## config.mk

```make
export PLATFORM = sky130hd
export DESIGN_NAME = cluster_ctrl_top
export DESIGN_NICKNAME = d
export VERILOG_FILES = /design/src/hdl/cluster_ctrl_pkg.sv /design/src/hdl/cluster_bootrom.sv /design/src/hdl/cluster_bus_router.sv /design/src/hdl/cluster_cfg_regs.sv /design/src/hdl/cluster_ctrl_top.sv
export SDC_FILE = /design/constraint.sdc
export NUM_CORES = 1
export LEC_CHECK = 0
export BUFFER_PORTS_ARGS = -buffer_cell sky130_fd_sc_hd__buf_2
export CAP_MARGIN = 20
export CORE_MARGIN = 2
export CORE_UTILIZATION = 40
export CTS_BUF_LIST = sky130_fd_sc_hd__clkbuf_16
export DETAILED_ROUTE_END_ITERATION = 10
export GPL_ROUTABILITY_DRIVEN = 0
export HOLD_SLACK_MARGIN = 0.12
export PLACE_DENSITY_LB_ADDON = 0.08
export SLEW_MARGIN = 20
export SYNTH_ARGS = -nofsm -noshare
export SYNTH_HDL_FRONTEND = slang
export SYNTH_SLANG_ARGS = --single-unit
```

## constraint.sdc

```tcl
create_clock -name soc_clk_i -period 2.1 [get_ports soc_clk_i]
set_input_delay 0.105 -clock soc_clk_i [delete_from_list [all_inputs] [get_ports soc_clk_i]]
set_output_delay 0.105 -clock soc_clk_i [all_outputs]
set_load 0.02 [all_outputs]
```

## src/hdl/cluster_ctrl_pkg.sv

```systemverilog
// One clock domain only; address field widths assume ROM_DEPTH is a power of two below 2**10
`default_nettype none

package cluster_ctrl_pkg;

  // ------------------------------
  // Bus and cluster sizes
  // ------------------------------
  localparam int unsigned NUM_CLUSTERS = 4;
  localparam int unsigned ADDR_W       = 16;
  localparam int unsigned DATA_W       = 32;

  // ------------------------------
  // Address map
  // ------------------------------
  // Bit 12 low selects the config registers, high selects the boot ROM
  localparam int unsigned REGION_BIT = 12;

  localparam logic [REGION_BIT-1:0] REG_RESET_OFS     = 12'h000;
  localparam logic [REGION_BIT-1:0] REG_CLKGATE_OFS   = 12'h004;
  localparam logic [REGION_BIT-1:0] REG_BYPASS_OFS    = 12'h008;
  localparam logic [REGION_BIT-1:0] REG_BOOT_ADDR_OFS = 12'h00C;

  // ------------------------------
  // Reset values and ROM
  // ------------------------------
  localparam logic [DATA_W-1:0]   BOOT_ADDR_RESET = 32'h8000_0000;
  localparam int unsigned         ROM_DEPTH       = 64;
  localparam logic [DATA_W/2-1:0] ROM_TAG         = 16'hB007;

  // Field widths of the two address views
  localparam int unsigned UPPER_W   = ADDR_W - REGION_BIT - 1;
  localparam int unsigned ROM_IDX_W = $clog2(ROM_DEPTH);

  // Same bus address word, seen by the register block or by the ROM
  typedef union packed {
    struct packed {
      logic [UPPER_W-1:0]    upper;
      logic                  region;
      logic [REGION_BIT-5:0] unused;
      logic [1:0]            reg_idx;
      logic [1:0]            byte_sel;
    } cfg;
    struct packed {
      logic [UPPER_W-1:0]                upper;
      logic                              region;
      logic [REGION_BIT-ROM_IDX_W-3:0]   unused;
      logic [ROM_IDX_W-1:0]              rom_idx;
      logic [1:0]                        byte_sel;
    } rom;
  } bus_addr_u;

endpackage

`default_nettype wire

```

## src/hdl/cluster_bootrom.sv

```systemverilog
// Read-only table; done_o comes two cycles after rom_req_i and a write only reports error
`timescale 1ns/1ns
`default_nettype none

module cluster_bootrom
  import cluster_ctrl_pkg::*;
(
  input  logic              soc_clk_i,
  input  logic              rst_i,
  input  logic              rom_req_i,
  input  logic              write_i,
  input  bus_addr_u         addr_i,
  output logic              done_o,
  output logic [DATA_W-1:0] rdata_o,
  output logic              error_o
);

  logic [DATA_W-1:0] rom_table [ROM_DEPTH];
  logic [DATA_W-1:0] rom_word;
  logic [DATA_W-1:0] data_q;
  logic              req_q;
  logic              we_q;

  // Tag in the upper half, word index in the lower half
  for (genvar i = 0; i < ROM_DEPTH; i++) begin : gen_rom_table
    assign rom_table[i] = {ROM_TAG, (DATA_W/2)'(i)};
  end

  assign rom_word = rom_table[addr_i.rom.rom_idx];

  // ------------------------------
  // First stage, the ROM read
  // ------------------------------
  always_ff @(posedge soc_clk_i) begin
    if (rst_i) begin
      req_q <= 1'b0;
      we_q  <= 1'b0;
    end else begin
      req_q <= rom_req_i;
      we_q  <= rom_req_i & write_i;
    end
  end

  always_ff @(posedge soc_clk_i) begin
    if (rom_req_i) begin
      data_q <= write_i ? '0 : rom_word;
    end
  end

  // ------------------------------
  // Second stage, delayed reply
  // ------------------------------
  always_ff @(posedge soc_clk_i) begin
    if (rst_i) begin
      done_o  <= 1'b0;
      error_o <= 1'b0;
    end else begin
      done_o  <= req_q;
      error_o <= we_q;
    end
  end

  always_ff @(posedge soc_clk_i) begin
    if (req_q) begin
      rdata_o <= data_q;
    end
  end

endmodule

`default_nettype wire

```

## src/hdl/cluster_bus_router.sv

```systemverilog
// One transaction in flight; a target must return exactly one done strobe per request strobe
`timescale 1ns/1ns
`default_nettype none

module cluster_bus_router
  import cluster_ctrl_pkg::*;
(
  input  logic              soc_clk_i,
  input  logic              rst_i,
  // Host request
  input  logic              req_valid_i,
  output logic              req_ready_o,
  input  logic              req_write_i,
  input  logic [ADDR_W-1:0] req_addr_i,
  input  logic [DATA_W-1:0] req_wdata_i,
  // Host response
  output logic              rsp_valid_o,
  input  logic              rsp_ready_i,
  output logic [DATA_W-1:0] rsp_rdata_o,
  output logic              rsp_error_o,
  // Shared target request fields
  output logic              cfg_req_o,
  output logic              rom_req_o,
  output logic              tgt_write_o,
  output bus_addr_u         tgt_addr_o,
  output logic [DATA_W-1:0] tgt_wdata_o,
  // Target replies
  input  logic              cfg_done_i,
  input  logic [DATA_W-1:0] cfg_rdata_i,
  input  logic              cfg_error_i,
  input  logic              rom_done_i,
  input  logic [DATA_W-1:0] rom_rdata_i,
  input  logic              rom_error_i
);

  bus_addr_u req_addr;
  logic      busy_q;
  logic      accept;
  logic      tgt_done;

  assign req_addr = req_addr_i;

  // Ready only with nothing pending and no held response
  assign req_ready_o = ~busy_q & ~rsp_valid_o;
  assign accept      = req_valid_i & req_ready_o;
  assign tgt_done    = cfg_done_i | rom_done_i;

  // ------------------------------
  // Handshake state
  // ------------------------------
  always_ff @(posedge soc_clk_i) begin
    if (rst_i) begin
      busy_q      <= 1'b0;
      rsp_valid_o <= 1'b0;
      cfg_req_o   <= 1'b0;
      rom_req_o   <= 1'b0;
    end else begin
      // One-cycle strobe to the target picked by the region bit
      cfg_req_o <= accept & ~req_addr.cfg.region;
      rom_req_o <= accept & req_addr.cfg.region;
      if (accept) begin
        busy_q <= 1'b1;
      end else if (tgt_done) begin
        busy_q <= 1'b0;
      end
      if (tgt_done) begin
        rsp_valid_o <= 1'b1;
      end else if (rsp_ready_i) begin
        rsp_valid_o <= 1'b0;
      end
    end
  end

  // Request fields toward the targets
  always_ff @(posedge soc_clk_i) begin
    if (accept) begin
      tgt_write_o <= req_write_i;
      tgt_addr_o  <= req_addr;
      tgt_wdata_o <= req_wdata_i;
    end
  end

  // Held response, stable until the host takes it
  always_ff @(posedge soc_clk_i) begin
    if (tgt_done) begin
      rsp_rdata_o <= cfg_done_i ? cfg_rdata_i : rom_rdata_i;
      rsp_error_o <= cfg_done_i ? cfg_error_i : rom_error_i;
    end
  end

endmodule

`default_nettype wire

```

## src/hdl/cluster_cfg_regs.sv

```systemverilog
// Reply one cycle after cfg_req_i; only word-aligned offsets 0x000 to 0x00C are mapped
`timescale 1ns/1ns
`default_nettype none

module cluster_cfg_regs
  import cluster_ctrl_pkg::*;
(
  input  logic                    soc_clk_i,
  input  logic                    rst_i,
  // Target side of the router
  input  logic                    cfg_req_i,
  input  logic                    write_i,
  input  bus_addr_u               addr_i,
  input  logic [DATA_W-1:0]       wdata_i,
  output logic                    done_o,
  output logic [DATA_W-1:0]       rdata_o,
  output logic                    error_o,
  // Power manager reset requests
  input  logic [NUM_CLUSTERS-1:0] pmu_rst_clusters_i,
  // Per-cluster controls
  output logic [NUM_CLUSTERS-1:0] cluster_rst_o,
  output logic [NUM_CLUSTERS-1:0] cluster_clk_en_o,
  output logic [NUM_CLUSTERS-1:0] wide_mem_bypass_o,
  output logic [DATA_W-1:0]       boot_addr_o
);

  logic [NUM_CLUSTERS-1:0] soft_rst_q;
  logic [NUM_CLUSTERS-1:0] clk_gate_q;
  logic [NUM_CLUSTERS-1:0] bypass_q;
  logic [DATA_W-1:0]       boot_addr_q;
  logic                    mapped;
  logic [DATA_W-1:0]       rdata_d;

  // Only the four word offsets below 0x010 decode
  assign mapped = (addr_i.cfg.unused == '0) && (addr_i.cfg.byte_sel == 2'b00);

  always_comb begin
    rdata_d = '0;
    if (mapped) begin
      case (addr_i.cfg.reg_idx)
        REG_RESET_OFS[3:2]:     rdata_d = {{(DATA_W-NUM_CLUSTERS){1'b0}}, soft_rst_q};
        REG_CLKGATE_OFS[3:2]:   rdata_d = {{(DATA_W-NUM_CLUSTERS){1'b0}}, clk_gate_q};
        REG_BYPASS_OFS[3:2]:    rdata_d = {{(DATA_W-NUM_CLUSTERS){1'b0}}, bypass_q};
        REG_BOOT_ADDR_OFS[3:2]: rdata_d = boot_addr_q;
        default:                rdata_d = '0;
      endcase
    end
  end

  // ------------------------------
  // Register state
  // ------------------------------
  always_ff @(posedge soc_clk_i) begin
    if (rst_i) begin
      soft_rst_q  <= '0;
      clk_gate_q  <= '0;
      bypass_q    <= '0;
      boot_addr_q <= BOOT_ADDR_RESET;
    end else if (cfg_req_i && write_i && mapped) begin
      case (addr_i.cfg.reg_idx)
        REG_RESET_OFS[3:2]:     soft_rst_q  <= wdata_i[NUM_CLUSTERS-1:0];
        REG_CLKGATE_OFS[3:2]:   clk_gate_q  <= wdata_i[NUM_CLUSTERS-1:0];
        REG_BYPASS_OFS[3:2]:    bypass_q    <= wdata_i[NUM_CLUSTERS-1:0];
        REG_BOOT_ADDR_OFS[3:2]: boot_addr_q <= wdata_i;
        default:                boot_addr_q <= boot_addr_q;
      endcase
    end
  end

  // Reply stage
  always_ff @(posedge soc_clk_i) begin
    if (rst_i) begin
      done_o <= 1'b0;
    end else begin
      done_o <= cfg_req_i;
    end
  end

  always_ff @(posedge soc_clk_i) begin
    if (cfg_req_i) begin
      rdata_o <= write_i ? '0 : rdata_d;
      error_o <= ~mapped;
    end
  end

  // ------------------------------
  // Cluster controls
  // ------------------------------
  // Global, software and power manager resets all hold the cluster
  assign cluster_rst_o     = soft_rst_q | pmu_rst_clusters_i | {NUM_CLUSTERS{rst_i}};
  // Gate bit set means clock stopped
  assign cluster_clk_en_o  = ~clk_gate_q;
  assign wide_mem_bypass_o = bypass_q;
  assign boot_addr_o       = boot_addr_q;

endmodule

`default_nettype wire

```

## src/hdl/cluster_ctrl_top.sv

```systemverilog
// Single clock soc_clk_i; cluster clock enables stand in for real clock-gating cells
`timescale 1ns/1ns
`default_nettype none

module cluster_ctrl_top
  import cluster_ctrl_pkg::*;
(
  input  logic                    soc_clk_i,
  input  logic                    rst_i,
  // Host request
  input  logic                    req_valid_i,
  output logic                    req_ready_o,
  input  logic                    req_write_i,
  input  logic [ADDR_W-1:0]       req_addr_i,
  input  logic [DATA_W-1:0]       req_wdata_i,
  // Host response
  output logic                    rsp_valid_o,
  input  logic                    rsp_ready_i,
  output logic [DATA_W-1:0]       rsp_rdata_o,
  output logic                    rsp_error_o,
  // Cluster control
  input  logic [NUM_CLUSTERS-1:0] pmu_rst_clusters_i,
  output logic [NUM_CLUSTERS-1:0] cluster_rst_o,
  output logic [NUM_CLUSTERS-1:0] cluster_clk_en_o,
  output logic [NUM_CLUSTERS-1:0] wide_mem_bypass_o,
  output logic [DATA_W-1:0]       boot_addr_o
);

  logic              cfg_req;
  logic              rom_req;
  logic              tgt_write;
  bus_addr_u         tgt_addr;
  logic [DATA_W-1:0] tgt_wdata;
  logic              cfg_done;
  logic [DATA_W-1:0] cfg_rdata;
  logic              cfg_error;
  logic              rom_done;
  logic [DATA_W-1:0] rom_rdata;
  logic              rom_error;

  // ------------------------------
  // Host bus decode
  // ------------------------------
  cluster_bus_router u_router (
    .soc_clk_i   (soc_clk_i),
    .rst_i       (rst_i),
    .req_valid_i (req_valid_i),
    .req_ready_o (req_ready_o),
    .req_write_i (req_write_i),
    .req_addr_i  (req_addr_i),
    .req_wdata_i (req_wdata_i),
    .rsp_valid_o (rsp_valid_o),
    .rsp_ready_i (rsp_ready_i),
    .rsp_rdata_o (rsp_rdata_o),
    .rsp_error_o (rsp_error_o),
    .cfg_req_o   (cfg_req),
    .rom_req_o   (rom_req),
    .tgt_write_o (tgt_write),
    .tgt_addr_o  (tgt_addr),
    .tgt_wdata_o (tgt_wdata),
    .cfg_done_i  (cfg_done),
    .cfg_rdata_i (cfg_rdata),
    .cfg_error_i (cfg_error),
    .rom_done_i  (rom_done),
    .rom_rdata_i (rom_rdata),
    .rom_error_i (rom_error)
  );

  // Config registers and cluster controls
  cluster_cfg_regs u_cfg_regs (
    .soc_clk_i          (soc_clk_i),
    .rst_i              (rst_i),
    .cfg_req_i          (cfg_req),
    .write_i            (tgt_write),
    .addr_i             (tgt_addr),
    .wdata_i            (tgt_wdata),
    .done_o             (cfg_done),
    .rdata_o            (cfg_rdata),
    .error_o            (cfg_error),
    .pmu_rst_clusters_i (pmu_rst_clusters_i),
    .cluster_rst_o      (cluster_rst_o),
    .cluster_clk_en_o   (cluster_clk_en_o),
    .wide_mem_bypass_o  (wide_mem_bypass_o),
    .boot_addr_o        (boot_addr_o)
  );

  // Boot ROM
  cluster_bootrom u_bootrom (
    .soc_clk_i (soc_clk_i),
    .rst_i     (rst_i),
    .rom_req_i (rom_req),
    .write_i   (tgt_write),
    .addr_i    (tgt_addr),
    .done_o    (rom_done),
    .rdata_o   (rom_rdata),
    .error_o   (rom_error)
  );

endmodule

`default_nettype wire

```

==> flow_summary.ini <==
[status]
status = complete, no violations

[timing]
hold_viol = 0
period_needed_ns = 1.986
fin_crit_sh_pct = 94.55
max_slew_margin_pct = 41.73
fmax_ghz = 0.5036
tightest_slew_ns = 0.8740
finalSetupTns_ns = 0
rsz0062_at_grt = no
finalClockSkew_ns = 0.008913
maxSlewViolCount = 0
finalSetupViolCount = 0
whs_ns = 0.3894

[global_routing]
grt_max_degree = 66
overflow = 0
antenna_found_initial = 0
grt_pass1_vias = 3729
grt_pass1_wl_um = 20380
track_usage_pct = 15.27

[logic_synthesis]
yosysUniqueCellTypes = 27
synth_cells = 443
synth_area_mm2 = 0.006693
synthTopCellsByCount = edfxtp_1, nand2b_1, dfxtp_1
yosysMostFrequentCell = edfxtp_1
synth_nets = 500
yosys_most_used_dff = edfxtp_1
synth.yosys.warnings = 0
yosys-top-cells-area = edfxtp_1, dfxtp_1, nand2b_1
ys_seq_elements = 178
yosysTopAreaCell = edfxtp_1
ys_seq_area_share_pct = 71.94
ys_async_sr_fraction_pct = 0
yosysTopAreaCellShare_pct = 56.09
synth_edf_count = 125
syn_area_per_cell_um2 = 15.11

[critical_path]
worstPathArrival_ns = 2.33
cpLargestDelayFamily = simple AND/OR/NAND/NOR gates
crit_buf_inv = 1
critPathCaptureType = flip-flop
worst-path-max-fanout = 30
cpPeakStageDelay_ns = 0.60
cp_cell_sequence = or4_4 > nor4_4 > buf_12 > mux2i_1
criticalPathCategory = reg2reg
reg2reg_slack_ns = 0.11
crit_required_ns = 2.44
worstSetupStartpointType = flip-flop
cp_slowest_cell = or4_4

[placement]
portBuffers = 132
dp_hpwl_um = 8819
dp.cells = 786

[die]
core_area_mm2 = 0.01647
rows = 47
dieArea_mm2 = 0.01778
die_w_um = 133.4
start_util_pct = 40.65
fp.dieH_um = 133.4
io_pins = 136

[drt]
antenna_left = 0
drcViolationCount = 0
firstDrtPassIters = 4
wl_per_cell_um = 14.85
avgViaCountPerCell = 4.338
drtIter0Drc = 185
wirelength_um = 12870
vias = 3761

[clock_network]
clkTransAtPathRegs_ns = 0.06
h-tree-depth = 4
clkLatencyLatePin_ns = 0.42
cts-root-buf = clkbuf_16
cts_tree = done
cts_buffers = 17
cts.path.max_buffers = 2
cts_sinks = 178

[finish]
final_nets = 691
areaGrowthSynthToFinish_pct = 29.89
drive_gt1_share_pct = 29.68
fin_util_pct = 52.80
finalNonFillerCells = 867
diodes = 0

[job]
maxCapViolCount = 0

[power]
power.density_mw_per_mm2 = 820.4
power_leakage_nw = 3.321
peakVddDrop_mv = 0.4999

[hold_path]
hp-class = in2reg
-- path summary, 6_finish.rpt --
kind | from | to | cells after the start
setup reg to reg | u_router.tgt_addr_o[5] | u_cfg_regs.boot_addr_o[22] | 4
setup / recovery | u_router.tgt_addr_o[5] | u_cfg_regs.boot_addr_o[22] | 4
hold / removal | req_wdata_i[14] | u_router.tgt_wdata_o[14] | 2
hold reg to reg | u_bootrom.data_q[4] | u_bootrom.rdata_o[4] | 0
-- placed cells by master (no fill, tap or decap), types with 2 or more instances in the layout --
cell,count
buf_12,3
nor2_1,5
nand2_1,14
nor2b_1,10
nor3b_1,5
inv_6,3
clkbuf_16,18
a21oi_1,2
clkinvlp_4,2
buf_4,9
and2_1,49
edfxtp_1,125
dfxtp_1,52
dlygate4sd3_1,49
nor4_4,2
and4b_1,2
nand4_1,4
mux2i_1,44
buf_2,132
clkinv_2,6
inv_1,7
mux2_2,7
nand2b_1,76
mux4_2,4
or3_1,4
-- layout make-up --
type,count,area [µm²]
Clock inverter,14,86.33
Tap cell,220,275.3
Multi-Input combinational cell,237,1757
Sequential cell,178,4816
Clock buffer,18,450.4
Inverter,7,30.03
Fill cell,1423,7772
Timing Repair Buffer,193,1279
-- state kept, by name (all words and copies together) (netlist names) --
| name | count |
|---|---|
| u_bootrom.data_q | 7 |
| u_router.tgt_addr_o | 12 |
| u_bootrom.error_o | 1 |
| u_bootrom.req_q | 1 |
| u_router.tgt_write_o | 1 |
| u_router.tgt_wdata_o | 32 |
| u_cfg_regs.rdata_o | 32 |
| u_router.rsp_valid_o | 1 |
| u_cfg_regs.wide_mem_bypass_o | 4 |
| u_router.busy_q | 1 |
| u_bootrom.rdata_o | 7 |
| u_router.cfg_req_o | 1 |
| u_cfg_regs.done_o | 1 |
| u_bootrom.done_o | 1 |
| u_cfg_regs.soft_rst_q | 4 |
| u_bootrom.we_q | 1 |
| u_cfg_regs.clk_gate_q | 4 |
| u_cfg_regs.boot_addr_o | 32 |
| u_router.rom_req_o | 1 |
| u_router.rsp_rdata_o | 32 |
| u_cfg_regs.error_o | 1 |
| u_router.rsp_error_o | 1 |
-- what timing repair did --
item,in CTS,in global routing
hold buffers,49,0
setup endpoints to repair,0,2
endpoints found under the hold margin,49,0
resized for setup,0,1
setup buffers,0,0
-- power breakdown --
part	internal, mW	switching [mW]	leakage [nW]
combinational	0.180	0.179	1.48
clock	1.57	1.28	0.274
sequential	3.87	0.0470	1.56
-- cells by family after synthesis --
| family | after synthesis | synth area share, % |
|---|---|---|
| and+or+nand+nor | 180 | 16.90 |
| buffers and inverters | 28 | 1.907 |
| AOI/OAI and AO/OA | 2 | 0.1496 |
| muxes | 55 | 9.105 |
| DFF | 178 | 71.94 |
-- routing by layer --
metal / wire, µm / vias up / part of all wire, % / GRT usage (%)
li1: - / 1934 / - / -
met1: 6580 / 1722 / 51 / 22.77
met2: 5569 / 93 / 43 / 21.53
met3: 537 / 12 / 4.2 / 3.577
met4: 185 / 0 / 1.4 / 6.206
met5: 0 / - / 0 / 0
-- worst reg2reg max path, stage by stage (launching register included) --
cell and delay [ns]:
edfxtp_1 0.41, or4_4 0.60, nor4_4 0.37, buf_12 0.29
mux2i_1 0.24
-- per-stage QoR --
step | worst slack [ns] | power (mW) | cell area, µm²
floorplan | 0.2290 | 4.148 | 6698
global placement | 0.2138 | 4.276 | 7660
detailed placement | 0.1516 | 4.286 | 7660
CTS | 0.1389 | 7.212 | 8687
global route | 0.03527 | 7.414 | 8693
finish | 0.1144 | 7.132 | 8693
No activity file was read; power rests on OpenSTA's default activity.
